**src/include/chan_sum_settings.svh**
```systemverilog
`ifndef CHAN_SUM_SETTINGS_SVH
`define CHAN_SUM_SETTINGS_SVH

// Width of one signed input pixel
`define CHAN_SUM_DATA_WIDTH 16

// Channels per frame, kept a power of two for the adder tree
`define CHAN_SUM_CHANNELS 8

// Pixels in one channel map
`define CHAN_SUM_MAP_PIXELS 16

// AXI4-Lite byte address width
`define CHAN_SUM_AXI_ADDR_WIDTH 4

`endif
```
**src/source/chan_sum_pkg.sv**
```systemverilog
`default_nettype none

`include "chan_sum_settings.svh"

package chan_sum_pkg;

  localparam int DATA_WIDTH = `CHAN_SUM_DATA_WIDTH;
  // One extra bit on top of the tree growth leaves room for the bias
  localparam int SUM_WIDTH = DATA_WIDTH + $clog2(`CHAN_SUM_CHANNELS) + 1;
  localparam int AXI_ADDR_WIDTH = `CHAN_SUM_AXI_ADDR_WIDTH;

  typedef logic signed [DATA_WIDTH-1:0] pixel_t;
  typedef logic signed [SUM_WIDTH-1:0]  sum_t;
  typedef logic signed [SUM_WIDTH-1:0]  bias_t;

  typedef enum logic [1:0] {
    OKAY   = 2'b00,
    SLVERR = 2'b10
  } axi_resp_t;

  // Register map
  localparam logic [AXI_ADDR_WIDTH-1:0] REG_CTRL        = 'h0;
  localparam logic [AXI_ADDR_WIDTH-1:0] REG_BIAS        = 'h4;
  localparam logic [AXI_ADDR_WIDTH-1:0] REG_FRAME_COUNT = 'h8;
  localparam logic [AXI_ADDR_WIDTH-1:0] REG_STATUS      = 'hC;

endpackage

`default_nettype wire

```
**src/source/chan_sum_ctrl_if.sv**
```systemverilog
`default_nettype none

interface chan_sum_ctrl_if;
  import chan_sum_pkg::*;

  // Pixel accepted on the previous edge
  pixel_t pixel;
  // One pulse per accepted pixel
  logic   shift_en;
  // Pixel belongs to the last channel of the frame
  logic   align;
  bias_t  bias;

  modport ctrl (
    output pixel,
    output shift_en,
    output align,
    output bias
  );

  modport delay (
    input pixel,
    input shift_en
  );

  modport tree (
    input align,
    input bias
  );

endinterface

`default_nettype wire

```
**src/source/chan_sum_top.sv**
```systemverilog
`default_nettype none

`include "chan_sum_settings.svh"

module chan_sum_top (
  input  logic                                clk,
  input  logic                                reset,
  input  chan_sum_pkg::pixel_t                pixel_in,
  input  logic                                pixel_valid,
  output chan_sum_pkg::sum_t                  sum_out,
  output logic                                sum_valid,
  input  logic [`CHAN_SUM_AXI_ADDR_WIDTH-1:0] s_awaddr,
  input  logic                                s_awvalid,
  output logic                                s_awready,
  input  logic [31:0]                         s_wdata,
  input  logic [3:0]                          s_wstrb,
  input  logic                                s_wvalid,
  output logic                                s_wready,
  output chan_sum_pkg::axi_resp_t             s_bresp,
  output logic                                s_bvalid,
  input  logic                                s_bready,
  input  logic [`CHAN_SUM_AXI_ADDR_WIDTH-1:0] s_araddr,
  input  logic                                s_arvalid,
  output logic                                s_arready,
  output logic [31:0]                         s_rdata,
  output chan_sum_pkg::axi_resp_t             s_rresp,
  output logic                                s_rvalid,
  input  logic                                s_rready
);
  import chan_sum_pkg::*;

  // Tap k holds the pixel from k channels before the current one
  pixel_t taps [`CHAN_SUM_CHANNELS];

  chan_sum_ctrl_if ctrl_if ();

  chan_sum_ctrl ctrl_i (
    .clk         (clk),
    .reset       (reset),
    .pixel_in    (pixel_in),
    .pixel_valid (pixel_valid),
    .s_awaddr    (s_awaddr),
    .s_awvalid   (s_awvalid),
    .s_awready   (s_awready),
    .s_wdata     (s_wdata),
    .s_wstrb     (s_wstrb),
    .s_wvalid    (s_wvalid),
    .s_wready    (s_wready),
    .s_bresp     (s_bresp),
    .s_bvalid    (s_bvalid),
    .s_bready    (s_bready),
    .s_araddr    (s_araddr),
    .s_arvalid   (s_arvalid),
    .s_arready   (s_arready),
    .s_rdata     (s_rdata),
    .s_rresp     (s_rresp),
    .s_rvalid    (s_rvalid),
    .s_rready    (s_rready),
    .ctrl        (ctrl_if.ctrl)
  );

  assign taps[0] = ctrl_if.pixel;

  for (genvar k = 1; k < `CHAN_SUM_CHANNELS; k++) begin : g_delay
    pixel_delay_line #(
      .DEPTH (`CHAN_SUM_MAP_PIXELS)
    ) delay_i (
      .clk       (clk),
      .reset     (reset),
      .pixel_in  (taps[k-1]),
      .shift_en  (ctrl_if.shift_en),
      .pixel_out (taps[k])
    );
  end

  channel_adder_tree tree_i (
    .clk       (clk),
    .reset     (reset),
    .taps      (taps),
    .tree      (ctrl_if.tree),
    .sum_out   (sum_out),
    .sum_valid (sum_valid)
  );

endmodule

`default_nettype wire

```
**src/source/channel_adder_tree.sv**
```systemverilog
`default_nettype none

`include "chan_sum_settings.svh"

module channel_adder_tree (
  input  logic                 clk,
  input  logic                 reset,
  input  chan_sum_pkg::pixel_t taps [`CHAN_SUM_CHANNELS],
  chan_sum_ctrl_if.tree        tree,
  output chan_sum_pkg::sum_t   sum_out,
  output logic                 sum_valid
);
  import chan_sum_pkg::*;

  localparam int CHANNELS = `CHAN_SUM_CHANNELS;
  localparam int LEVELS   = $clog2(CHANNELS);
  // A longer run of results would mean two frames overlapping
  localparam int MAX_RUN  = `CHAN_SUM_MAP_PIXELS + 1;

  // Heap order, root at 0 and leaves at the top end
  sum_t              node [2*CHANNELS-1];
  logic [LEVELS-1:0] valid_q;

  //////////////////////////////////////////////////////////////////////
  // Leaves and registered add levels

  for (genvar c = 0; c < CHANNELS; c++) begin : g_leaf
    assign node[CHANNELS-1+c] = sum_t'(taps[c]);
  end

  for (genvar l = 1; l <= LEVELS; l++) begin : g_level
    // Each level is one bit wider than the one below
    localparam int W     = DATA_WIDTH + l;
    localparam int FIRST = (CHANNELS >> l) - 1;

    for (genvar n = 0; n < (CHANNELS >> l); n++) begin : g_node
      logic signed [W-1:0] sum_q;

      always_ff @(posedge clk) begin
        sum_q <= W'(node[2*(FIRST+n)+1]) + W'(node[2*(FIRST+n)+2]);
      end

      assign node[FIRST+n] = sum_t'(sum_q);
    end
  end

  // Valid follows the data through the add levels
  always_ff @(posedge clk) begin
    if (reset) begin
      valid_q <= '0;
    end else begin
      valid_q[0] <= tree.align;
      for (int s = 1; s < LEVELS; s++) begin
        valid_q[s] <= valid_q[s-1];
      end
    end
  end

  //////////////////////////////////////////////////////////////////////
  // Bias stage

  always_ff @(posedge clk) begin
    sum_out <= node[0] + tree.bias;
  end

  always_ff @(posedge clk) begin
    if (reset) begin
      sum_valid <= 1'b0;
    end else begin
      sum_valid <= valid_q[LEVELS-1];
    end
  end

  a_result_run: assert property (
    @(posedge clk) disable iff (reset) not (sum_valid [*MAX_RUN]));

endmodule

`default_nettype wire

```
**src/source/pixel_delay_line.sv**
```systemverilog
`default_nettype none

module pixel_delay_line #(
  parameter int DEPTH = 16
) (
  input  logic                 clk,
  input  logic                 reset,
  input  chan_sum_pkg::pixel_t pixel_in,
  input  logic                 shift_en,
  output chan_sum_pkg::pixel_t pixel_out
);
  import chan_sum_pkg::*;

  pixel_t line_q [DEPTH];

  // Advances per accepted pixel, so idle cycles leave the offset intact
  always_ff @(posedge clk) begin
    if (shift_en) begin
      line_q[0] <= pixel_in;
      for (int i = 1; i < DEPTH; i++) begin
        line_q[i] <= line_q[i-1];
      end
    end
  end

  // Oldest entry, one channel map behind the input
  assign pixel_out = line_q[DEPTH-1];

  a_shift_known: assert property (
    @(posedge clk) disable iff (reset) !$isunknown(shift_en));

endmodule

`default_nettype wire

```
**src/source/chan_sum_ctrl.sv**
```systemverilog
`default_nettype none

`include "chan_sum_settings.svh"

module chan_sum_ctrl (
  input  logic                                clk,
  input  logic                                reset,
  input  chan_sum_pkg::pixel_t                pixel_in,
  input  logic                                pixel_valid,
  input  logic [`CHAN_SUM_AXI_ADDR_WIDTH-1:0] s_awaddr,
  input  logic                                s_awvalid,
  output logic                                s_awready,
  input  logic [31:0]                         s_wdata,
  input  logic [3:0]                          s_wstrb,
  input  logic                                s_wvalid,
  output logic                                s_wready,
  output chan_sum_pkg::axi_resp_t             s_bresp,
  output logic                                s_bvalid,
  input  logic                                s_bready,
  input  logic [`CHAN_SUM_AXI_ADDR_WIDTH-1:0] s_araddr,
  input  logic                                s_arvalid,
  output logic                                s_arready,
  output logic [31:0]                         s_rdata,
  output chan_sum_pkg::axi_resp_t             s_rresp,
  output logic                                s_rvalid,
  input  logic                                s_rready,
  chan_sum_ctrl_if.ctrl                       ctrl
);
  import chan_sum_pkg::*;

  localparam int CHANNELS   = `CHAN_SUM_CHANNELS;
  localparam int MAP_PIXELS = `CHAN_SUM_MAP_PIXELS;
  localparam int PIX_W      = $clog2(MAP_PIXELS);
  localparam int CHAN_W     = $clog2(CHANNELS);
  localparam logic [PIX_W-1:0]  LAST_PIX  = PIX_W'(MAP_PIXELS - 1);
  localparam logic [CHAN_W-1:0] LAST_CHAN = CHAN_W'(CHANNELS - 1);

  logic              enable_q;
  bias_t             bias_q;
  logic [31:0]       frame_count_q;
  logic [PIX_W-1:0]  pix_cnt_q;
  logic [CHAN_W-1:0] chan_cnt_q;
  logic              accept;
  logic              last_pix;
  logic              last_chan;
  logic              busy;
  logic              wr_start;
  logic              wr_hs;
  logic              rd_start;
  logic              rd_hs;
  axi_resp_t         wr_resp;
  axi_resp_t         rd_resp;
  logic [31:0]       rd_word;

  // Byte-enable merge for partial register writes
  function automatic logic [31:0] merge_bytes(input logic [31:0] old_word,
                                              input logic [31:0] new_word,
                                              input logic [3:0]  strb);
    logic [31:0] merged;
    merged = old_word;
    for (int b = 0; b < 4; b++) begin
      if (strb[b]) begin
        merged[8*b +: 8] = new_word[8*b +: 8];
      end
    end
    return merged;
  endfunction

  //////////////////////////////////////////////////////////////////////
  // Pixel intake and frame position

  assign accept    = pixel_valid && enable_q;
  assign last_pix  = (pix_cnt_q == LAST_PIX);
  assign last_chan = (chan_cnt_q == LAST_CHAN);
  assign busy      = (pix_cnt_q != '0) || (chan_cnt_q != '0);

  always_ff @(posedge clk) begin
    if (accept) begin
      ctrl.pixel <= pixel_in;
    end
  end

  always_ff @(posedge clk) begin
    if (reset) begin
      ctrl.shift_en <= 1'b0;
      ctrl.align    <= 1'b0;
    end else begin
      ctrl.shift_en <= accept;
      ctrl.align    <= accept && last_chan;
    end
  end

  // Disabling drops any partial frame
  always_ff @(posedge clk) begin
    if (reset || !enable_q) begin
      pix_cnt_q  <= '0;
      chan_cnt_q <= '0;
    end else if (accept) begin
      pix_cnt_q <= last_pix ? '0 : pix_cnt_q + 1'b1;
      if (last_pix) begin
        chan_cnt_q <= last_chan ? '0 : chan_cnt_q + 1'b1;
      end
    end
  end

  always_ff @(posedge clk) begin
    if (reset) begin
      frame_count_q <= '0;
    end else if (accept && last_pix && last_chan) begin
      frame_count_q <= frame_count_q + 32'd1;
    end
  end

  assign ctrl.bias = bias_q;

  //////////////////////////////////////////////////////////////////////
  // AXI4-Lite slave

  // Address and data are taken together, one transaction at a time
  assign wr_start = s_awvalid && s_wvalid && !s_awready && !s_bvalid;
  assign wr_hs    = s_awvalid && s_awready && s_wvalid && s_wready;
  assign rd_start = s_arvalid && !s_arready && !s_rvalid;
  assign rd_hs    = s_arvalid && s_arready;

  always_comb begin
    case (s_awaddr)
      REG_CTRL, REG_BIAS: wr_resp = OKAY;
      default:            wr_resp = SLVERR;
    endcase
  end

  always_comb begin
    rd_word = '0;
    rd_resp = OKAY;
    case (s_araddr)
      REG_CTRL:        rd_word = {31'b0, enable_q};
      REG_BIAS:        rd_word = 32'(bias_q);
      REG_FRAME_COUNT: rd_word = frame_count_q;
      REG_STATUS:      rd_word = {31'b0, busy};
      default:         rd_resp = SLVERR;
    endcase
  end

  always_ff @(posedge clk) begin
    if (reset) begin
      s_awready <= 1'b0;
      s_wready  <= 1'b0;
      s_bvalid  <= 1'b0;
      s_arready <= 1'b0;
      s_rvalid  <= 1'b0;
    end else begin
      s_awready <= wr_start;
      s_wready  <= wr_start;
      s_arready <= rd_start;
      if (wr_hs) begin
        s_bvalid <= 1'b1;
      end else if (s_bready) begin
        s_bvalid <= 1'b0;
      end
      if (rd_hs) begin
        s_rvalid <= 1'b1;
      end else if (s_rready) begin
        s_rvalid <= 1'b0;
      end
    end
  end

  // Response payload holds until the master takes it
  always_ff @(posedge clk) begin
    if (wr_hs) begin
      s_bresp <= wr_resp;
    end
    if (rd_hs) begin
      s_rdata <= rd_word;
      s_rresp <= rd_resp;
    end
  end

  always_ff @(posedge clk) begin
    if (reset) begin
      enable_q <= 1'b0;
      bias_q   <= '0;
    end else if (wr_hs) begin
      case (s_awaddr)
        REG_CTRL: begin
          if (s_wstrb[0]) begin
            enable_q <= s_wdata[0];
          end
        end
        REG_BIAS: bias_q <= bias_t'(merge_bytes(32'(bias_q), s_wdata, s_wstrb));
        default: ;
      endcase
    end
  end

  a_align_with_shift: assert property (
    @(posedge clk) disable iff (reset) ctrl.align |-> ctrl.shift_en);

  a_bvalid_after_write: assert property (
    @(posedge clk) disable iff (reset)
    $rose(s_bvalid) |-> $past(s_awvalid && s_awready && s_wvalid && s_wready));

endmodule

`default_nettype wire

```
**config.mk**
```make
export PLATFORM = sky130hd
export DESIGN_NAME = chan_sum_top
export DESIGN_NICKNAME = d
export VERILOG_FILES = /design/src/source/chan_sum_pkg.sv /design/src/source/chan_sum_ctrl_if.sv /design/src/source/chan_sum_top.sv /design/src/source/channel_adder_tree.sv /design/src/source/pixel_delay_line.sv /design/src/source/chan_sum_ctrl.sv
export VERILOG_INCLUDE_DIRS = /design/src /design/src/include
export SDC_FILE = /design/constraint.sdc
export NUM_CORES = 1
export LEC_CHECK = 0
export BUFFER_PORTS_ARGS = -buffer_cell sky130_fd_sc_hd__clkbuf_2
export CAP_MARGIN = 20
export CELL_PAD_IN_SITES_DETAIL_PLACEMENT = 1
export CELL_PAD_IN_SITES_GLOBAL_PLACEMENT = 2
export CORE_UTILIZATION = 53
export CTS_CLUSTER_SIZE = 20
export DETAILED_ROUTE_END_ITERATION = 7
export HOLD_SLACK_MARGIN = 0.06
export PLACE_DENSITY = 0.8
export SLEW_MARGIN = 40
export SYNTH_ARGS = -nofsm -noshare
export SYNTH_HDL_FRONTEND = slang
export SYNTH_SLANG_ARGS = --single-unit
```
**constraint.sdc**
```tcl
create_clock -name clk -period 128.3 [get_ports clk]
set_clock_uncertainty 0.05 [all_clocks]
set_input_delay 6.415 -clock clk [delete_from_list [all_inputs] [get_ports clk]]
set_output_delay 6.415 -clock clk [all_outputs]
set_load 0.02 [all_outputs]
```
==> reports/qor.yml <==
place:
  preCtsSetupSlack_ns: 119.42
  io_buffers: 114
  gp_congestion: 0.819
  dp_hpwl_um: 67100
  dp.cells: 4917
setup_path:
  cp-start-kind: "input port"
  path_depth: 7
  crit_arrival_ns: 8.63
  path_buf_inv: 1
  path_delay_family: "simple AND/OR/NAND/NOR gates"
  cpMaxStageDelayCell: "nand2_1"
  reg2reg_depth: 5
  path_class: "in -> reg"
  required_ns: 128.90
  crit_top_cell: "nor2_1"
  path_cells: "clkbuf_2, or3_1, nor2_1, and2_1, nand2_1, mux2i_1, nor2_1"
  max_stage_delay_ns: 0.62
  cp_max_fo: 8
  end_kind: "flip-flop"
grt:
  grt_overflow: 0
  grt_use_total_pct: 17.8
  grt_pass1_wl_um: 173000
  grt_max_degree: 124
  grt_pass1_vias: 29800
  antenna_found_initial: 3
sta:
  period_share_pct: 6.26
  tightest_slew_ns: 0.856
  hold_slack_ns: 0.354
  finalHoldViolations: 0
  clock.fmax_mhz: 124
  rsz0062_at_grt: "no"
  setup_tns_ns: 0
  slew_headroom_pct: 42.5
  slew_violations: 0
  setup_slack_ns: 120.27
  fin_crit_ns: 8.03
  finalSetupViolCount: 0
logic_synthesis:
  synth-edff-count: 1842
  synthXorXnorAreaFrac_pct: 1.81
  synth-compound-area-share_pct: 3.27
  synth_seq_cells: 2055
  yosys.area_share.adder_pct: 2.86
  async_flop_share_pct: 0
  synth_area_sq_um: 67300
  yosys_warnings: 0
  avgSynthCellArea_sq_um: 21.4
  synth-seq-area-share_pct: 88.6
  synth_mux_area_share_pct: 0.312
  ys.flop_type: "edfxtp_1"
  synth_top_family_by_area: "compound AO/OA/AOI/OAI gates"
  post_synth_num_cell_types: 71
  yosys.area_share.simple_pct: 2.71
  synth_cells: 3151
cts:
  clkTransAtPathRegs_ns: 0.06
  htree_levels: 4
  cts_hold_buf: 0
  cts_setup_buffers: 0
  clk_latency_ns: 0.81
  clockBufferDepth: 3
  clock-sinks: 2055
  clockRootBuffer: "clkbuf_16"
  cts_resized: 0
  cts_tree: "done"
  cts_buffers: 193
power_and_ir_drop:
  power_density_nw_per_um2: 16.9
  vdd_drop_max_v: 0.0000144
  leakage_nw: 22.2
routing:
  drc: 0
  vias: 27800
  drt_pre_antenna_iters: 5
  drtAntennaViolNets: 0
  vias_per_cell: 5.27
  drt_iter0_drc: 1724
  wl_um: 111000
  wl_per_cell_um: 21.0
run:
  cap_viol_max_count: 0
layout:
  syn_to_final_growth_pct: 14.1
  final_cells: 5282
  finalNetCount: 3681
  antenna_cells: 0
  layout-drive-gt1-share_pct: 13.0
  fin_util_pct: 61.1
  n_fill_cell: 10400
floorplan:
  start_util_pct: 53.5
  ios: 130
  core_area_sq_um: 126000
  die_y_um: 358
  rows: 130
  die_area_sq_um: 128000
  dieWidth_um: 358
hold_path:
  hp-class: "reg -> reg"
  holdPathStages: 0
run_status:
  outcome: "completed"
-- final timing paths --
kind	end	startpoint	slack, ns
worst max register to register	g_delay[1].delay_i.line_q[1][60]$_DFFE_PP_	ctrl_i.ctrl.shift_en$_SDFF_PP0_	123.95
worst max-delay path	ctrl_i.ctrl.bias[5]$_SDFFE_PP0P_	s_awaddr[1]	120.27
worst min-delay path	g_delay[4].delay_i.line_q[1][26]$_DFFE_PP_	g_delay[4].delay_i.line_q[1][10]$_DFFE_PP_	0.35
worst min register to register	g_delay[4].delay_i.line_q[1][26]$_DFFE_PP_	g_delay[4].delay_i.line_q[1][10]$_DFFE_PP_	0.35
-- final cells by class --
| cell class | instances | area, sq um | area share [%] |
|---|---|---|---|
| Clock inverter | 119 | 1230 | 1.61 |
| Clock buffer | 244 | 5310 | 6.92 |
| Multi-Input combinational cell | 1015 | 7410 | 9.65 |
| Tap cell | 1650 | 2060 | 2.69 |
| Sequential cell | 2055 | 59600 | 77.6 |
| Timing Repair Buffer | 141 | 948 | 1.24 |
| Inverter | 58 | 218 | 0.284 |
-- layout by cell type, fill, tap and decap left out, drive strengths merged, types with 21 or more instances in the layout --
| cell type | n |
|---|---|
| nand3 | 29 |
| clkbuf | 360 |
| clkinv | 79 |
| nor2 | 96 |
| xnor2 | 81 |
| o21ai | 57 |
| buf | 25 |
| mux2i | 21 |
| o21bai | 28 |
| edfxtp | 1842 |
| a21o | 50 |
| ha | 141 |
| nand4 | 25 |
| nor2b | 22 |
| inv | 63 |
| bufinv | 24 |
| xor2 | 58 |
| a21oi | 114 |
| dfxtp | 213 |
| nand2 | 97 |
-- routing by layer --
layer	wire length [um]	track usage (%)	share of wire [%]	up-vias
met5	0	0	0	-
met4	2220	5.59	2.0	0
met3	4140	3.24	3.7	188
met2	54900	29.3	49	494
met1	49700	24.5	45	14300
li1	-	-	-	12900
-- cell families after synthesis --
logic type	Yosys count
flip-flops	2055
other	1
AND/OR/NAND/NOR	361
buffers and inverters	82
adder cells (fa/ha/maj)	149
multiplexers	21
AO/OA/AOI/OAI	343
XOR/XNOR	139
-- cells in the mapped netlist (14+ instances only) --
| library cell | n | area share [%] |
|---|---|---|
| edfxtp_1 | 1842 | 82 |
| dfxtp_1 | 213 | 6.3 |
| ha_1 | 141 | 2.6 |
| a21oi_1 | 113 | 0.84 |
| nand2_1 | 95 | 0.53 |
| nor2_1 | 95 | 0.53 |
| xnor2_1 | 81 | 1.1 |
| inv_1 | 58 | 0.32 |
| xor2_1 | 58 | 0.76 |
| o21ai_0 | 55 | 0.41 |
| a21o_1 | 50 | 0.56 |
| nand3_1 | 29 | 0.22 |
| o21bai_1 | 28 | 0.31 |
| nand4_1 | 24 | 0.22 |
| nor2b_1 | 22 | 0.20 |
| mux2i_1 | 21 | 0.31 |
| clkbuf_1 | 20 | 0.11 |
| a22o_1 | 18 | 0.23 |
| nand2b_1 | 17 | 0.16 |
| nor3_1 | 14 | 0.10 |
| or3_1 | 14 | 0.13 |
-- sequential cells by signal, indices dropped and copies added, names as in the netlist, 3 cells and up --
| signal | cells |
|---|---|
| g_delay.delay_i.line_q | 1792 |
| tree_i.g_level.g_node.sum_q | 123 |
| ctrl_i.frame_count_q | 32 |
| ctrl_i.s_rdata | 32 |
| ctrl_i.ctrl.bias | 20 |
| tree_i.sum_out | 20 |
| ctrl_i.ctrl.pixel | 16 |
| ctrl_i.pix_cnt_q | 4 |
| ctrl_i.chan_cnt_q | 3 |
| tree_i.valid_q | 3 |
-- metrics by stage --
stage                     power (mW)  area, sq um
after floorplan                0.734        67300
after global placement         0.735        70000
after detailed placement       0.735        70200
after CTS                       1.32        76700
after global routing            1.34        76800
final                           1.30        76800
-- report_power, final --
group	internal (mW)	switching, mW
logic	0.000983	0.00171
registers	0.718	0.000136
clock network	0.341	0.236
Power figures use the tool's default switching activity.
